`config.mk`:
```
export PLATFORM = sky130hd
export DESIGN_NAME = decode_stage
export DESIGN_NICKNAME = d
export VERILOG_FILES = /design/src/logic/riscv_decode_pkg.sv /design/src/logic/decoded_if.sv /design/src/logic/alu_op_decoder.sv /design/src/logic/instr_classifier.sv /design/src/logic/decode_output_reg.sv /design/src/logic/decode_stage.sv
export VERILOG_INCLUDE_DIRS = /design/src /design/src/include
export SDC_FILE = /design/constraint.sdc
export NUM_CORES = 1
export LEC_CHECK = 0
export BUFFER_PORTS_ARGS = -buffer_cell sky130_fd_sc_hd__buf_4
export CAP_MARGIN = 20
export CORE_MARGIN = 5
export CORE_UTILIZATION = 35
export DETAILED_ROUTE_END_ITERATION = 8
export REMOVE_ABC_BUFFERS = 1
export SLEW_MARGIN = 20
export SYNTH_ARGS = -nofsm -noshare
export SYNTH_HDL_FRONTEND = slang
export SYNTH_HIERARCHICAL = 1
export SYNTH_SLANG_ARGS = --single-unit
```
`constraint.sdc`:
```
create_clock -name clk_i -period 2.5 [get_ports clk_i]
set_input_delay 0.25 -clock clk_i [delete_from_list [all_inputs] [get_ports clk_i]]
set_output_delay 0.25 -clock clk_i [all_outputs]
set_load 0.1 [all_outputs]
```
`src/include/decode_params.svh`:
```
`ifndef DECODE_PARAMS_SVH
`define DECODE_PARAMS_SVH

// datapath and pc width
`define XLEN 32

// register file has 32 entries
`define REG_ADDR_W 5

// rv32i base instruction fields
`define OPCODE_W 7
`define FUNC3_W 3
`define FUNC7_W 7

`endif

```
`src/logic/riscv_decode_pkg.sv`:
```
`include "decode_params.svh"

package riscv_decode_pkg;

    // rv32i major opcodes handled by this stage
    typedef enum logic [`OPCODE_W-1:0] {
        OP_ALU_I  = 7'b0010011,
        OP_ALU    = 7'b0110011,
        OP_LUI    = 7'b0110111,
        OP_AUIPC  = 7'b0010111,
        OP_LW     = 7'b0000011,
        OP_SW     = 7'b0100011,
        OP_BRANCH = 7'b1100011,
        OP_JAL    = 7'b1101111
    } opcode_e;

    typedef enum logic [`FUNC3_W-1:0] {
        F3_ADD_SUB = 3'b000,
        F3_SLL     = 3'b001,
        F3_SLT     = 3'b010,
        F3_SLTU    = 3'b011,
        F3_XOR     = 3'b100,
        F3_SRL_SRA = 3'b101,
        F3_OR      = 3'b110,
        F3_AND     = 3'b111
    } func3_alu_e;

    // 3'b010 and 3'b011 are unused
    typedef enum logic [`FUNC3_W-1:0] {
        F3_BEQ  = 3'b000,
        F3_BNE  = 3'b001,
        F3_BLT  = 3'b100,
        F3_BGE  = 3'b101,
        F3_BLTU = 3'b110,
        F3_BGEU = 3'b111
    } func3_branch_e;

    typedef enum logic [`FUNC7_W-1:0] {
        F7_ALU_NORMAL   = 7'b0000000,
        F7_ALU_MODIFIED = 7'b0100000
    } func7_e;

    typedef enum logic [3:0] {
        ADD, SUB, SLL, SLT, SLTU, XOR, SRL, SRA, OR, AND
    } alu_op_e;

    typedef enum logic {
        RS1,
        PC
    } op_a_sel_e;

    typedef enum logic {
        RS2,
        IMM
    } op_b_sel_e;

    // PC_4 is the link value for jal
    typedef enum logic [1:0] {
        ALU,
        MEM,
        PC_4
    } wb_origin_e;

    typedef enum logic [2:0] {
        BNONE, JUMP, BEQ, BNE, BLT, BGE, BLTU, BGEU
    } jump_kind_e;

    // r-type view, other formats share these bit positions
    typedef struct packed {
        logic [`FUNC7_W-1:0]    func7;
        logic [`REG_ADDR_W-1:0] rs2;
        logic [`REG_ADDR_W-1:0] rs1;
        logic [`FUNC3_W-1:0]    func3;
        logic [`REG_ADDR_W-1:0] rd;
        logic [`OPCODE_W-1:0]   opcode;
    } instr_t;

endpackage

```
`src/logic/decoded_if.sv`:
```
`timescale 1ns/1ps
`include "decode_params.svh"

interface decoded_if
    import riscv_decode_pkg::*;
();

    logic                   write_enable;
    op_a_sel_e              rs1_or_pc;
    op_b_sel_e              rs2_or_imm;
    alu_op_e                alu_op;
    wb_origin_e             wb_origin;
    logic                   store_to_mem;
    jump_kind_e             jump_kind;
    logic [`REG_ADDR_W-1:0] addr_rs1;
    logic [`REG_ADDR_W-1:0] addr_rs2;
    logic [`REG_ADDR_W-1:0] addr_rd;

    modport producer (
        output write_enable, rs1_or_pc, rs2_or_imm, alu_op, wb_origin,
        output store_to_mem, jump_kind, addr_rs1, addr_rs2, addr_rd
    );

    modport consumer (
        input write_enable, rs1_or_pc, rs2_or_imm, alu_op, wb_origin,
        input store_to_mem, jump_kind, addr_rs1, addr_rs2, addr_rd
    );

endinterface

```
`src/logic/alu_op_decoder.sv`:
```
`timescale 1ns/1ps
`include "decode_params.svh"

module alu_op_decoder
    import riscv_decode_pkg::*;
(
    input  func3_alu_e func3_i,
    input  func7_e     func7_i,
    input  logic       is_imm_i,
    output alu_op_e    alu_op_o,
    output logic       alu_legal_o
);

    logic f7_normal;
    logic f7_modified;
    logic f7_ok;

    assign f7_normal   = (func7_i == F7_ALU_NORMAL);
    assign f7_modified = (func7_i == F7_ALU_MODIFIED);

    // immediate form ignores func7 outside the shifts
    assign f7_ok = is_imm_i | f7_normal;

    always_comb begin
        alu_op_o    = ADD;
        alu_legal_o = 1'b1;

        case (func3_i)
            F3_ADD_SUB: begin
                if (f7_ok) begin
                    alu_op_o = ADD;
                end else if (f7_modified) begin
                    alu_op_o = SUB;
                end else begin
                    alu_legal_o = 1'b0;
                end
            end
            F3_SLL: begin
                alu_op_o    = SLL;
                alu_legal_o = f7_normal;
            end
            F3_SLT: begin
                alu_op_o    = SLT;
                alu_legal_o = f7_ok;
            end
            F3_SLTU: begin
                alu_op_o    = SLTU;
                alu_legal_o = f7_ok;
            end
            F3_XOR: begin
                alu_op_o    = XOR;
                alu_legal_o = f7_ok;
            end
            // srai keeps func7 checks, same as the register form
            F3_SRL_SRA: begin
                if (f7_normal) begin
                    alu_op_o = SRL;
                end else if (f7_modified) begin
                    alu_op_o = SRA;
                end else begin
                    alu_legal_o = 1'b0;
                end
            end
            F3_OR: begin
                alu_op_o    = OR;
                alu_legal_o = f7_ok;
            end
            F3_AND: begin
                alu_op_o    = AND;
                alu_legal_o = f7_ok;
            end
            default: begin
                alu_legal_o = 1'b0;
            end
        endcase

        if (!alu_legal_o) begin
            alu_op_o = ADD;
        end
    end

endmodule

```
`src/logic/instr_classifier.sv`:
```
`timescale 1ns/1ps
`include "decode_params.svh"

module instr_classifier
    import riscv_decode_pkg::*;
(
    input instr_t             instr_i,
    decoded_if.producer       dec
);

    opcode_e    opcode;
    alu_op_e    alu_op;
    logic       alu_legal;
    logic       is_imm;

    logic       legal;
    logic       use_rs1;
    logic       use_rs2;
    logic       write_enable;
    op_a_sel_e  rs1_or_pc;
    op_b_sel_e  rs2_or_imm;
    alu_op_e    op_sel;
    wb_origin_e wb_origin;
    logic       store_to_mem;
    jump_kind_e jump_kind;

    logic [`REG_ADDR_W-1:0] addr_rs1;
    logic [`REG_ADDR_W-1:0] addr_rs2;
    logic [`REG_ADDR_W-1:0] addr_rd;

    assign opcode = opcode_e'(instr_i.opcode);
    assign is_imm = (opcode == OP_ALU_I);

    alu_op_decoder u_alu_op_decoder (
        .func3_i     (func3_alu_e'(instr_i.func3)),
        .func7_i     (func7_e'(instr_i.func7)),
        .is_imm_i    (is_imm),
        .alu_op_o    (alu_op),
        .alu_legal_o (alu_legal)
    );

    always_comb begin
        // defaults are the nop fields
        legal        = 1'b1;
        use_rs1      = 1'b0;
        use_rs2      = 1'b0;
        write_enable = 1'b0;
        rs1_or_pc    = RS1;
        rs2_or_imm   = RS2;
        op_sel       = ADD;
        wb_origin    = ALU;
        store_to_mem = 1'b0;
        jump_kind    = BNONE;

        case (opcode)
            OP_ALU_I: begin
                write_enable = 1'b1;
                rs2_or_imm   = IMM;
                op_sel       = alu_op;
                legal        = alu_legal;
                use_rs1      = 1'b1;
            end
            OP_ALU: begin
                write_enable = 1'b1;
                op_sel       = alu_op;
                legal        = alu_legal;
                use_rs1      = 1'b1;
                use_rs2      = 1'b1;
            end
            // lui adds the immediate to x0
            OP_LUI: begin
                write_enable = 1'b1;
                rs2_or_imm   = IMM;
            end
            OP_AUIPC: begin
                write_enable = 1'b1;
                rs1_or_pc    = PC;
                rs2_or_imm   = IMM;
            end
            OP_LW: begin
                write_enable = 1'b1;
                rs2_or_imm   = IMM;
                wb_origin    = MEM;
                use_rs1      = 1'b1;
            end
            OP_SW: begin
                rs2_or_imm   = IMM;
                store_to_mem = 1'b1;
                use_rs1      = 1'b1;
                use_rs2      = 1'b1;
            end
            OP_BRANCH: begin
                rs1_or_pc    = PC;
                rs2_or_imm   = IMM;
                use_rs1      = 1'b1;
                use_rs2      = 1'b1;
                case (func3_branch_e'(instr_i.func3))
                    F3_BEQ:  jump_kind = BEQ;
                    F3_BNE:  jump_kind = BNE;
                    F3_BLT:  jump_kind = BLT;
                    F3_BGE:  jump_kind = BGE;
                    F3_BLTU: jump_kind = BLTU;
                    F3_BGEU: jump_kind = BGEU;
                    // never taken and no write, so behaves as a nop
                    default: jump_kind = BNONE;
                endcase
            end
            OP_JAL: begin
                write_enable = 1'b1;
                rs1_or_pc    = PC;
                rs2_or_imm   = IMM;
                wb_origin    = PC_4;
                jump_kind    = JUMP;
            end
            default: begin
                legal = 1'b0;
            end
        endcase

        // illegal encoding becomes x0 + x0 without write
        if (!legal) begin
            use_rs1      = 1'b0;
            use_rs2      = 1'b0;
            write_enable = 1'b0;
            rs1_or_pc    = RS1;
            rs2_or_imm   = RS2;
            op_sel       = ADD;
            wb_origin    = ALU;
            store_to_mem = 1'b0;
            jump_kind    = BNONE;
        end

        addr_rs1 = use_rs1 ? instr_i.rs1 : '0;
        addr_rs2 = use_rs2 ? instr_i.rs2 : '0;
        addr_rd  = write_enable ? instr_i.rd : '0;

        assert (!(store_to_mem && write_enable))
            else $error("store and register write decoded together");
    end

    assign dec.write_enable = write_enable;
    assign dec.rs1_or_pc    = rs1_or_pc;
    assign dec.rs2_or_imm   = rs2_or_imm;
    assign dec.alu_op       = op_sel;
    assign dec.wb_origin    = wb_origin;
    assign dec.store_to_mem = store_to_mem;
    assign dec.jump_kind    = jump_kind;
    assign dec.addr_rs1     = addr_rs1;
    assign dec.addr_rs2     = addr_rs2;
    assign dec.addr_rd      = addr_rd;

endmodule

```
`src/logic/decode_output_reg.sv`:
```
`timescale 1ns/1ps
`include "decode_params.svh"

module decode_output_reg
    import riscv_decode_pkg::*;
(
    input  logic                   clk_i,
    input  logic                   rst_i,

    input  logic                   in_valid_i,
    output logic                   in_ready_o,
    input  logic [`XLEN-1:0]       pc_i,
    input  instr_t                 instr_i,
    decoded_if.consumer            dec,

    output logic                   out_valid_o,
    input  logic                   out_ready_i,
    output logic [`XLEN-1:0]       pc_o,
    output instr_t                 instr_o,
    output logic                   write_enable_o,
    output op_a_sel_e              rs1_or_pc_o,
    output op_b_sel_e              rs2_or_imm_o,
    output alu_op_e                alu_op_o,
    output wb_origin_e             wb_origin_o,
    output logic                   store_to_mem_o,
    output jump_kind_e             jump_kind_o,
    output logic [`REG_ADDR_W-1:0] addr_rs1_o,
    output logic [`REG_ADDR_W-1:0] addr_rs2_o,
    output logic [`REG_ADDR_W-1:0] addr_rd_o
);

    logic accept;

    // free when empty or drained this cycle
    assign in_ready_o = ~out_valid_o | out_ready_i;
    assign accept     = in_valid_i & in_ready_o;

    always_ff @(posedge clk_i) begin
        if (rst_i) begin
            out_valid_o <= 1'b0;
        end else if (accept) begin
            out_valid_o <= 1'b1;
        end else if (out_ready_i) begin
            out_valid_o <= 1'b0;
        end
    end

    always_ff @(posedge clk_i) begin
        if (accept) begin
            pc_o           <= pc_i;
            instr_o        <= instr_i;
            write_enable_o <= dec.write_enable;
            rs1_or_pc_o    <= dec.rs1_or_pc;
            rs2_or_imm_o   <= dec.rs2_or_imm;
            alu_op_o       <= dec.alu_op;
            wb_origin_o    <= dec.wb_origin;
            store_to_mem_o <= dec.store_to_mem;
            jump_kind_o    <= dec.jump_kind;
            addr_rs1_o     <= dec.addr_rs1;
            addr_rs2_o     <= dec.addr_rs2;
            addr_rd_o      <= dec.addr_rd;
        end
    end

    // stalled entry must not change or disappear
    property p_hold_while_stalled;
        @(posedge clk_i) disable iff (rst_i)
        out_valid_o && !out_ready_i |=>
            out_valid_o && $stable(pc_o) && $stable(instr_o) &&
            $stable({write_enable_o, rs1_or_pc_o, rs2_or_imm_o, alu_op_o, wb_origin_o}) &&
            $stable({store_to_mem_o, jump_kind_o, addr_rs1_o, addr_rs2_o, addr_rd_o});
    endproperty

    a_hold_while_stalled: assert property (p_hold_while_stalled)
        else $error("decoded outputs changed while stalled");

    a_empty_after_reset: assert property (@(posedge clk_i) rst_i |=> !out_valid_o)
        else $error("out_valid_o set right after reset");

endmodule

```
`src/logic/decode_stage.sv`:
```
`timescale 1ns/1ps
`include "decode_params.svh"

module decode_stage
    import riscv_decode_pkg::*;
(
    input  logic                   clk_i,
    input  logic                   rst_i,

    input  logic                   in_valid_i,
    output logic                   in_ready_o,
    input  logic [`XLEN-1:0]       pc_i,
    input  instr_t                 instr_i,

    output logic                   out_valid_o,
    input  logic                   out_ready_i,
    output logic [`XLEN-1:0]       pc_o,
    output instr_t                 instr_o,
    output logic                   write_enable_o,
    output op_a_sel_e              rs1_or_pc_o,
    output op_b_sel_e              rs2_or_imm_o,
    output alu_op_e                alu_op_o,
    output wb_origin_e             wb_origin_o,
    output logic                   store_to_mem_o,
    output jump_kind_e             jump_kind_o,
    output logic [`REG_ADDR_W-1:0] addr_rs1_o,
    output logic [`REG_ADDR_W-1:0] addr_rs2_o,
    output logic [`REG_ADDR_W-1:0] addr_rd_o
);

    // combinational decode fields
    decoded_if dec_if ();

    instr_classifier u_classifier (
        .instr_i (instr_i),
        .dec     (dec_if.producer)
    );

    // single pipeline register with handshake
    decode_output_reg u_output_reg (
        .clk_i          (clk_i),
        .rst_i          (rst_i),
        .in_valid_i     (in_valid_i),
        .in_ready_o     (in_ready_o),
        .pc_i           (pc_i),
        .instr_i        (instr_i),
        .dec            (dec_if.consumer),
        .out_valid_o    (out_valid_o),
        .out_ready_i    (out_ready_i),
        .pc_o           (pc_o),
        .instr_o        (instr_o),
        .write_enable_o (write_enable_o),
        .rs1_or_pc_o    (rs1_or_pc_o),
        .rs2_or_imm_o   (rs2_or_imm_o),
        .alu_op_o       (alu_op_o),
        .wb_origin_o    (wb_origin_o),
        .store_to_mem_o (store_to_mem_o),
        .jump_kind_o    (jump_kind_o),
        .addr_rs1_o     (addr_rs1_o),
        .addr_rs2_o     (addr_rs2_o),
        .addr_rd_o      (addr_rd_o)
    );

endmodule

```
==> impl_metrics.toml, run 1 <==
[die]
initial_core_util_pct = 35.6
die_w_um = 109
die-area_sq_mm = 0.0120
coreArea_sq_mm = 0.00973
ios = 162
die_h_um = 109
num_rows = 36

[placement]
dpl_worst_slack_ns = 0.172
hpwlAfterDp_um = 5980
place.detailed.instances = 489
io_buffers = 161
placedInstanceArea_sq_mm = 0.00486
gp_congestion = 0.858

[clocking]
clockBufferDepth = 2
post_cts_buffers = 0
clk_pin_slew_ns = 0.08
numCtsBuffers = 9
clock-sinks = 93
htreeDepth = 3
hold_buffers = 0
post_cts_resized = 0
root_buffer = "clkbuf_8"
clk_latency_ns = 0.34
cts_tree = "built"

[worst_hold_path]
hold_class = "input port to register"
min_from = "rst_i"
hold_depth = 2
min_to = "u_output_reg/out_valid_o$_SDFFE_PP0P_"

[yosys]
ys_seq_elements = 93
synth_top_area_share_pct = 79.8
async_reset_ff_share_pct = 0
synth_top_family_by_area = "simple AND/OR/NAND/NOR gates"
synth-simple-area-share_pct = 11.7
seq_area_frac_synth_pct = 80.3
synth_compound_area_share_pct = 5.56
synth_adder_area_share_pct = 0
netlist-cell-type-count = 43
muxShareOfSynthArea_pct = 0
synth_edf_count = 92
yosys_most_used_dff = "edfxtp_1"
netlist_area_sq_mm = 0.00346
synth-xor-area-share_pct = 1.01
synth_area_leaders = "edfxtp_1, and2_1, and4_1"
syn_avg_cell_area_sq_um = 17.9
ys_warn_count = 6
synthTopCellsByCount = "edfxtp_1, and2_1, nand2_1"
synth.most_common_cell = "edfxtp_1"
syn_inst = 194
yosys.area.top_type = "edfxtp_1"

[detailed_routing]
post_drt_wl_per_cell_um = 15.7
drtAntennaViolNets = 0
dr.pass1.iters = 4
wl_um = 7940
drc = 0
route.vias.total = 2288
via_per_inst = 4.53
drt_iter0_drc = 86

[timing]
fin_crit_sh_pct = 79.1
skew_ns = 0.00684
period_minus_slack_ns = 1.98
drv_slew = 0
setup_ws_ns = 0.522
rsz0062_at_grt = "no"
final_hold_viol_count = 0
timing.slew.headroom_pct = 69.7
fin_tns_setup_ns = 0
fmax_ghz = 0.506
setup_violations = 0
whs_ns = 0.0520
worstMarginPinSlew_ns = 0.455

[worst_setup_path]
ff2ff_path_depth = 3
cp-start-kind = "input port"
worst-path-max-fanout = 7
path_buf_inv = 2
path_cells = "buf_4 > and3b_1 > and2_1 > and3_1 > inv_1 > o22ai_1 > nand2b_1 > nand3_1 > a311oi_4 > and2_1"
critPathArrivalTime_ns = 2.19
endpoint_kind = "register"
r2r-start = "u_output_reg/out_valid_o$_SDFFE_PP0P_"
crit_path_frequent_cell = "and2_1"
crit_slowest_cell = "a311oi_4"
r2r_end = "u_output_reg/instr_o[1]$_DFFE_PP_"
critical_path_class = "input port to register"
cp_top_family = "simple AND/OR/NAND/NOR gates"
required_ns = 2.72
critical-path-max-stage-delay_ns = 0.42
r2r_slack_ns = 0.96

[final_layout]
final_cells = 505
fin_area_sq_mm = 0.00504
areaGrowthSynthToFinish_pct = 45.5
n_antenna_cell = 0
n_fill_cell = 853
multi_input_area_sq_um = 632
seq_area_sq_mm = 0.00278
layout-drive-gt1-share_pct = 50.0
finalNetCount = 435
final_util_pct = 51.8

[pwr]
finalPower_mw = 3.71
leakage_nw = 2.06
cellPowerDensity_mw_per_mm2 = 736
ir_worst_vdd_mv = 0.248

[global_route]
antenna_found_initial = 0
grt.total_usage_pct = 12.7
grt_pass1_vias = 2200
gr-total-overflow = 0
grt_max_degree = 43
grt_pass1_wl_um = 11300

[outcome]
outcome = "finished, final reports clean"

[run]
maxCapViolations = 0
## sequential cells by signal, summed over array words and instances, names as in the netlist
register	count
u_output_reg/out_valid_o	1
u_output_reg/wb_origin_o	2
u_output_reg/store_to_mem_o	1
u_output_reg/jump_kind_o	3
u_output_reg/pc_o	32
u_output_reg/addr_rs2_o	5
u_output_reg/rs2_or_imm_o	1
u_output_reg/addr_rs1_o	5
u_output_reg/write_enable_o	1
u_output_reg/addr_rd_o	5
u_output_reg/rs1_or_pc_o	1
u_output_reg/instr_o	32
u_output_reg/alu_op_o	4
## layout make-up
cell class / count / share of cell area, %
inverter: 5 / 0.372
clock buffer: 10 / 2.53
tap: 133 / 3.30
clock inverter: 6 / 1.07
timing repair buffer: 166 / 25.0
sequential: 93 / 55.2
multi-input combinational: 92 / 12.5
## how the worst max path moves through the flow
| stage | start | endpoint | slack (ns) | depth (start not counted) |
|---|---|---|---|---|
| 6_report | instr_i[2] | u_output_reg/addr_rd_o[1]$_DFFE_PP_ | 0.52 | 10 |
| 5_1_grt | instr_i[2] | u_output_reg/addr_rs2_o[0]$_DFFE_PP_ | 0.32 | 10 |
| 4_1_cts | instr_i[2] | u_output_reg/addr_rd_o[1]$_DFFE_PP_ | 0.53 | 10 |
| 3_5_place_dp | instr_i[2] | u_output_reg/addr_rd_o[1]$_DFFE_PP_ | 0.17 | 10 |
| 3_3_place_gp | instr_i[26] | u_output_reg/addr_rd_o[1]$_DFFE_PP_ | 0.26 | 9 |
| 2_1_floorplan | u_output_reg/out_valid_o$_SDFFE_PP0P_ | u_output_reg/addr_rd_o[0]$_DFFE_PP_ | 0.20 | 2 |
## metal layers
metal / track usage, % / vias up / part of all wire [%]
li1: - / 1095 / -
met1: 14.9 / 1079 / 38
met2: 21.7 / 106 / 51
met3: 3.64 / 8 / 9.2
met4: 5.61 / 0 / 1.3
met5: 0 / - / 0
## cell usage in the layout, fill, tap and decap left out, types with 2 or more instances in the layout
| cell type | netlist | final |
|---|---|---|
| nand3_1 | 2 | 2 |
| and4_1 | 4 | 4 |
| nor2_1 | 4 | 4 |
| o211ai_1 | 3 | 3 |
| and2_1 | 16 | 16 |
| a31oi_1 | 2 | 2 |
| o21bai_1 | 2 | 2 |
| edfxtp_1 | 92 | 92 |
| nand3b_1 | 2 | 2 |
| o21ai_0 | 5 | 5 |
| xor2_1 | 3 | 3 |
| nand4_1 | 2 | 2 |
| nor2b_1 | 4 | 4 |
| nor3_1 | 3 | 3 |
| a21boi_0 | 2 | 2 |
| buf_4 | 0 | 165 |
| o21a_1 | 2 | 2 |
| inv_1 | 5 | 5 |
| nor3b_1 | 2 | 2 |
| and3b_1 | 3 | 3 |
| clkbuf_8 | 0 | 9 |
| and3_1 | 2 | 2 |
| clkinv_1 | 0 | 3 |
| or3_1 | 2 | 2 |
| nand2_1 | 9 | 9 |
## logic make-up (layout without fill, tap and decap cells)
kind of cell / Yosys count / after routing
buffers and inverters: 9 / 187
AND/OR/NAND/NOR: 64 / 64
XOR/XNOR: 4 / 4
flip-flops: 93 / 93
AO/OA/AOI/OAI: 24 / 24
## report_power, final
part	switching, mW	internal, mW	leakage, nW
logic	0.747	0.197	1.07
registers	0.0235	1.81	0.905
clock network	0.481	0.451	0.0888
(Power assumes the default switching activity.)
==> inputs of run 2 (changes only) <==
- ABC_AREA: default -> 1
- PLACE_DENSITY: default -> 0.65
- clock period: 2.5 -> 1.6 ns (I/O delays scaled with it)
==> run 2 against run 1 <==
  * First-iteration DRC count rose by 23%
  * Combinational power increased by 75%
  * Final area rose by 15%
  * Cell count up 25%
  * Highest routed layer unchanged
  * Clock skew decreased by 0.00097 ns
  * Non-clock buffer count rose by 73
  * Sequential power is 57% higher
  * Register-to-register slack got worse by 0.59 ns
  * Clock-buffer cell count did not move
  * Core utilization increased by 7.7 points
  * Routed wire length rose by 13%
==> impl_metrics.toml, run 2 <==
[outcome]
outcome = "finished, final reports clean"

[worst_setup_path]
critPathArrivalTime_ns = 1.75
path_cells = "dlygate4sd3_1 > buf_4 > nor2_1 > nand2_1 > nand3_2 > nand2_4 > inv_2 > inv_1 > a21oi_2 > inv_2 > nand2_4 > nand2_4 > nor2_2"
endpoint_kind = "register"
cp-start-kind = "input port"
critical-path-max-stage-delay_ns = 0.53
cp_top_family = "buffers and inverters"
worst-path-max-fanout = 6
crit_slowest_cell = "dlygate4sd3_1"
required_ns = 1.82
path_buf_inv = 5
critical_path_class = "input port to register"
crit_path_frequent_cell = "nand2_4"

[final_layout]
final_common_cell = "buf_4"
layout_common_cells = "buf_4, edfxtp_1, dlygate4sd3_1, inv_1, nand2_1"
n_fill_cell = 755
fin_area_sq_mm = 0.00582
areaGrowthSynthToFinish_pct = 65.6
final_cells = 629
layout-drive-gt1-share_pct = 48.0
reg.largest.list = "u_output_reg/instr_o x32, u_output_reg/pc_o x32"
finalNetCount = 560
n_antenna_cell = 0

[clocking]
clock-sinks = 93
cts_tree = "built"
root_buffer = "clkbuf_8"
clk_latency_ns = 0.34
numCtsBuffers = 9
htreeDepth = 3
clockBufferDepth = 2
clk_pin_slew_ns = 0.09

[yosys]
synth_edf_count = 92
yosys.area.top_type = "edfxtp_1"
syn_avg_cell_area_sq_um = 14.5
synth_top_area_share_pct = 78.6
netlist_area_sq_mm = 0.00351
synth_area_leaders = "edfxtp_1, inv_1, nand2_1"
syn_inst = 242
seq_area_frac_synth_pct = 79.2
netlist-cell-type-count = 21
ys_seq_elements = 93
synthTopCellsByCount = "edfxtp_1, inv_1, nand2_1"
ys_warn_count = 6
synth.most_common_cell = "edfxtp_1"
yosys_most_used_dff = "edfxtp_1"
async_reset_ff_share_pct = 0

[die]
ios = 162
die_h_um = 110
die-area_sq_mm = 0.0121
num_rows = 36
die_w_um = 110
coreArea_sq_mm = 0.00977
initial_core_util_pct = 35.9

[worst_hold_path]
hold_class = "input port to register"

[timing]
setup_violations = 0
period_minus_slack_ns = 1.53
fin_crit_sh_pct = 95.8
timing.slew.headroom_pct = 80.6
skew_ns = 0.00588
rsz0062_at_grt = "no"
worstMarginPinSlew_ns = 0.293
whs_ns = 0.0888
final_hold_viol_count = 0
fmax_ghz = 0.652
drv_slew = 0

[placement]
place.detailed.instances = 556
io_buffers = 161
gp_congestion = 0.772
hpwlAfterDp_um = 6200
placedInstanceArea_sq_mm = 0.00507

[pwr]
cellPowerDensity_mw_per_mm2 = 1000
leakage_nw = 2.62
ir_worst_vdd_mv = 0.501

[global_route]
antenna_found_initial = 0
grt_pass1_wl_um = 13100
grt.total_usage_pct = 14.3
grt_pass1_vias = 2733
gr-total-overflow = 0
grt_max_degree = 48

[detailed_routing]
via_per_inst = 4.25
drt_iter0_drc = 106
dr.pass1.iters = 4
post_drt_wl_per_cell_um = 14.2
route.vias.total = 2676
wl_um = 8960
drc = 0
drtAntennaViolNets = 0

[run]
maxCapViolations = 0
[run 2: final timing paths]
| check | from | to | slack (ns) | cells after the start |
|---|---|---|---|---|
| setup / recovery | instr_i[30] | u_output_reg/addr_rd_o[1]$_DFFE_PP_ | 0.07 | 13 |
| hold / removal | out_ready_i | u_output_reg/out_valid_o$_SDFFE_PP0P_ | 0.09 | 4 |
| setup reg to reg | u_output_reg/out_valid_o$_SDFFE_PP0P_ | u_output_reg/alu_op_o[0]$_DFFE_PP_ | 0.37 | 2 |
| hold reg to reg | u_output_reg/out_valid_o$_SDFFE_PP0P_ | u_output_reg/out_valid_o$_SDFFE_PP0P_ | 0.55 | 2 |
[run 2: through the flow]
step / power [mW] / TNS (ns) / setup slack, ns / utilization (%)
after CTS: 5.91 / 0 / 0.0351 / 59.5
after global placement: 4.46 / -0.362 / -0.0270 / 51.9
final: 5.85 / 0 / 0.0667 / 59.5
after global routing: 6.08 / 0 / 0.0196 / 59.5
after detailed placement: 4.47 / -1.43 / -0.0984 / 51.9
after floorplan: 4.04 / -392.39 / -4.26 / -
[run 2: repair_timing]
action / in CTS / in global routing
endpoints found under the setup margin: 0 / 20
buffers inserted: 0 / 0
resized for setup: 0 / 3
hold buffers: 58 / 0
endpoints found under the hold margin: 58 / 0
[run 2: worst reg2reg max path: stages, from the launching register on]
cell,delay (ns)
dfxtp_1,0.36
a21oi_4,0.23
buf_12,0.28
[run 2: logic make-up (layout without fill, tap and decap cells)]
group           Yosys count  after routing  share of synthesized area [%]
xor+xnor                  1              1                          0.249
flops                    93             93                           79.2
simple gates             96             96                           14.4
compound gates            9              9                           1.57
buf+inv                  43            297                           4.59
[run 2: routing by layer]
metal,track usage [%],routed length (um),vias up
met5,0,0,-
met4,4.49,70,0
met3,4.37,704,9
met2,27.3,4860,92
met1,14.7,3330,1264
li1,-,-,1311
[run 2: layout make-up]
cell class | count | area [sq um] | area share (%)
Clock buffer | 10 | 128 | 2.19
Clock inverter | 5 | 28.8 | 0.495
Inverter | 43 | 161 | 2.77
Multi-Input combinational cell | 106 | 587 | 10.1
Sequential cell | 93 | 2780 | 47.8
Tap cell | 133 | 166 | 2.86
Timing Repair Buffer | 239 | 1960 | 33.8
[run 2: report_power, final]
part           leakage, nW  switching [mW]  internal, mW
logic                 1.63            1.23         0.429
registers            0.905          0.0391          2.83
clock network       0.0756           0.777         0.547
==> inputs of run 3 (changes only) <==
- CORE_UTILIZATION: 35 -> 42
- PLACE_DENSITY: 0.65 -> 0.76
==> run 3 against run 2 <==
  * Sequential share of layout area is 0.35 points higher
  * Clock power increased by 5%
  * Combinational power about the same
  * Die area down 15%
  * Cell count is 4.9% lower
  * Critical endpoint is now u_output_reg/addr_rd_o[3]$_DFFE_PP_
  * Clock skew up 0.0030 ns
  * Worst setup slack improved by 0.014 ns
  * Total power rose by 1.1%
  * Via count down 1.1%
  * First-iteration DRC count is 12% lower
  * Routed wire length is 0.68% higher
==> impl_metrics.toml, run 3 (synthesis results as in run 2) <==
[clocking]
post_cts_buffers = 0
clk_latency_ns = 0.35
numCtsBuffers = 9
clockBufferDepth = 2
clock-sinks = 93
root_buffer = "clkbuf_8"
htreeDepth = 3
clk_pin_slew_ns = 0.09
cts_tree = "built"

[pwr]
ir_worst_vdd_mv = 0.482
leakage_nw = 2.60
cellPowerDensity_mw_per_mm2 = 1020

[timing]
period_minus_slack_ns = 1.52
skew_ns = 0.00888
fin_crit_sh_pct = 95.0
rsz0062_at_grt = "yes"
timing.slew.headroom_pct = 80.6
fmax_ghz = 0.658
fin_tns_setup_ns = 0
final_hold_viol_count = 0
setup_violations = 0
worstMarginPinSlew_ns = 0.293
drv_slew = 0

[final_layout]
final_cells = 598
layout_common_cells = "buf_4, edfxtp_1, dlygate4sd3_1, inv_1, nand2_1"
areaGrowthSynthToFinish_pct = 64.4
final_common_cell = "buf_4"
multi_input_area_sq_um = 594
finalNetCount = 556
reg.largest.list = "u_output_reg/instr_o x32, u_output_reg/pc_o x32"
n_fill_cell = 575
layout-drive-gt1-share_pct = 48.7
n_antenna_cell = 0
seq_area_sq_mm = 0.00278

[placement]
place.detailed.instances = 525
io_buffers = 161
gp_congestion = 0.759
hpwlAfterDp_um = 6310

[die]
initial_core_util_pct = 43.0
num_rows = 33
die-area_sq_mm = 0.0103
die_w_um = 101
coreArea_sq_mm = 0.00818
die_h_um = 101
ios = 162

[worst_setup_path]
critical_path_class = "input port to register"
worst-path-max-fanout = 6
path_cells = "dlygate4sd3_1 > buf_4 > nor2_2 > nand2_1 > nand3_2 > nand2_4 > inv_2 > inv_1 > a21oi_2 > inv_2 > nand2_4 > nand2_4 > nor2_2"
crit_path_frequent_cell = "nand2_4"
crit_slowest_cell = "dlygate4sd3_1"
critical-path-max-stage-delay_ns = 0.54
required_ns = 1.81
critPathArrivalTime_ns = 1.73
ff2ff_path_depth = 2
endpoint_kind = "register"
cp-start-kind = "input port"

[global_route]
grt_max_degree = 49
grt_pass1_wl_um = 13400
antenna_found_initial = 0
gr-total-overflow = 0
grt.total_usage_pct = 17.4
grt_pass1_vias = 2683

[outcome]
outcome = "finished, final reports clean"

[run]
maxCapViolations = 0

[worst_hold_path]
hold_class = "input port to register"
hold_depth = 1

[detailed_routing]
drtAntennaViolNets = 0
dr.pass1.iters = 4
via_per_inst = 4.43
wl_um = 9020
post_drt_wl_per_cell_um = 15.1
drc = 0
route.vias.total = 2647
drt_iter0_drc = 93
run 3: critical path: cells and delay by family:
kind | cells | cell delay [ns]
buffers and inverters | 5 | 0.83
AOI/OAI and AO/OA | 1 | 0.13
and+or+nand+nor | 7 | 0.62
run 3: layout make-up:
class / instances / share of cell area, %
flip-flops and latches: 93 / 48.2
repair buffers: 235 / 33.4
multi-input cells: 106 / 10.3
inverters: 43 / 2.79
well taps: 105 / 2.27
clock buffers: 9 / 2.14
clock inverters: 7 / 0.867
run 3: repair_timing:
item | in CTS | in global routing
resized for setup | 0 | 7
hold endpoints to repair | 57 | 0
setup endpoints to repair | 0 | 21
hold buffers | 57 | 0
run 3: final timing paths:
kind,start,endpoint,slack [ns]
max reg2reg,u_output_reg/out_valid_o$_SDFFE_PP0P_,u_output_reg/pc_o[10]$_DFFE_PP_,0.39
max,instr_i[30],u_output_reg/addr_rd_o[3]$_DFFE_PP_,0.08
min reg2reg,u_output_reg/out_valid_o$_SDFFE_PP0P_,u_output_reg/out_valid_o$_SDFFE_PP0P_,0.55
min,instr_i[5],u_output_reg/instr_o[5]$_DFFE_PP_,0.02
run 3: where the power goes:
part / switching, mW / internal, mW
sequential: 0.0424 / 2.83
clock: 0.820 / 0.567
combinational: 1.23 / 0.420
run 3: through the flow:
| step | setup slack (ns) | instance area, sq um | total power, mW | utilization, % | hold slack (ns) |
|---|---|---|---|---|---|
| final | 0.0804 | 5780 | 5.91 | 70.6 | 0.0196 |
| after floorplan | -4.26 | 3510 | 4.04 | - | 0.222 |
| after global placement | 0.00208 | 5020 | 4.44 | 61.4 | 0.318 |
| after detailed placement | -0.0715 | 5020 | 4.46 | 61.4 | 0.326 |
| after CTS | 0.0379 | 5760 | 5.95 | 70.5 | 0.00439 |
| after global routing | -0.0116 | 5780 | 6.11 | 70.6 | 0.00207 |
run 3: layer usage:
layer	vias to the layer above	part of all wire, %	wire length, um	track usage [%]
met5	-	0	0	0
met4	0	1.3	117	6.54
met3	10	7.8	708	3.65
met2	102	56	5040	33.0
met1	1225	35	3160	18.8
li1	1310	-	-	-
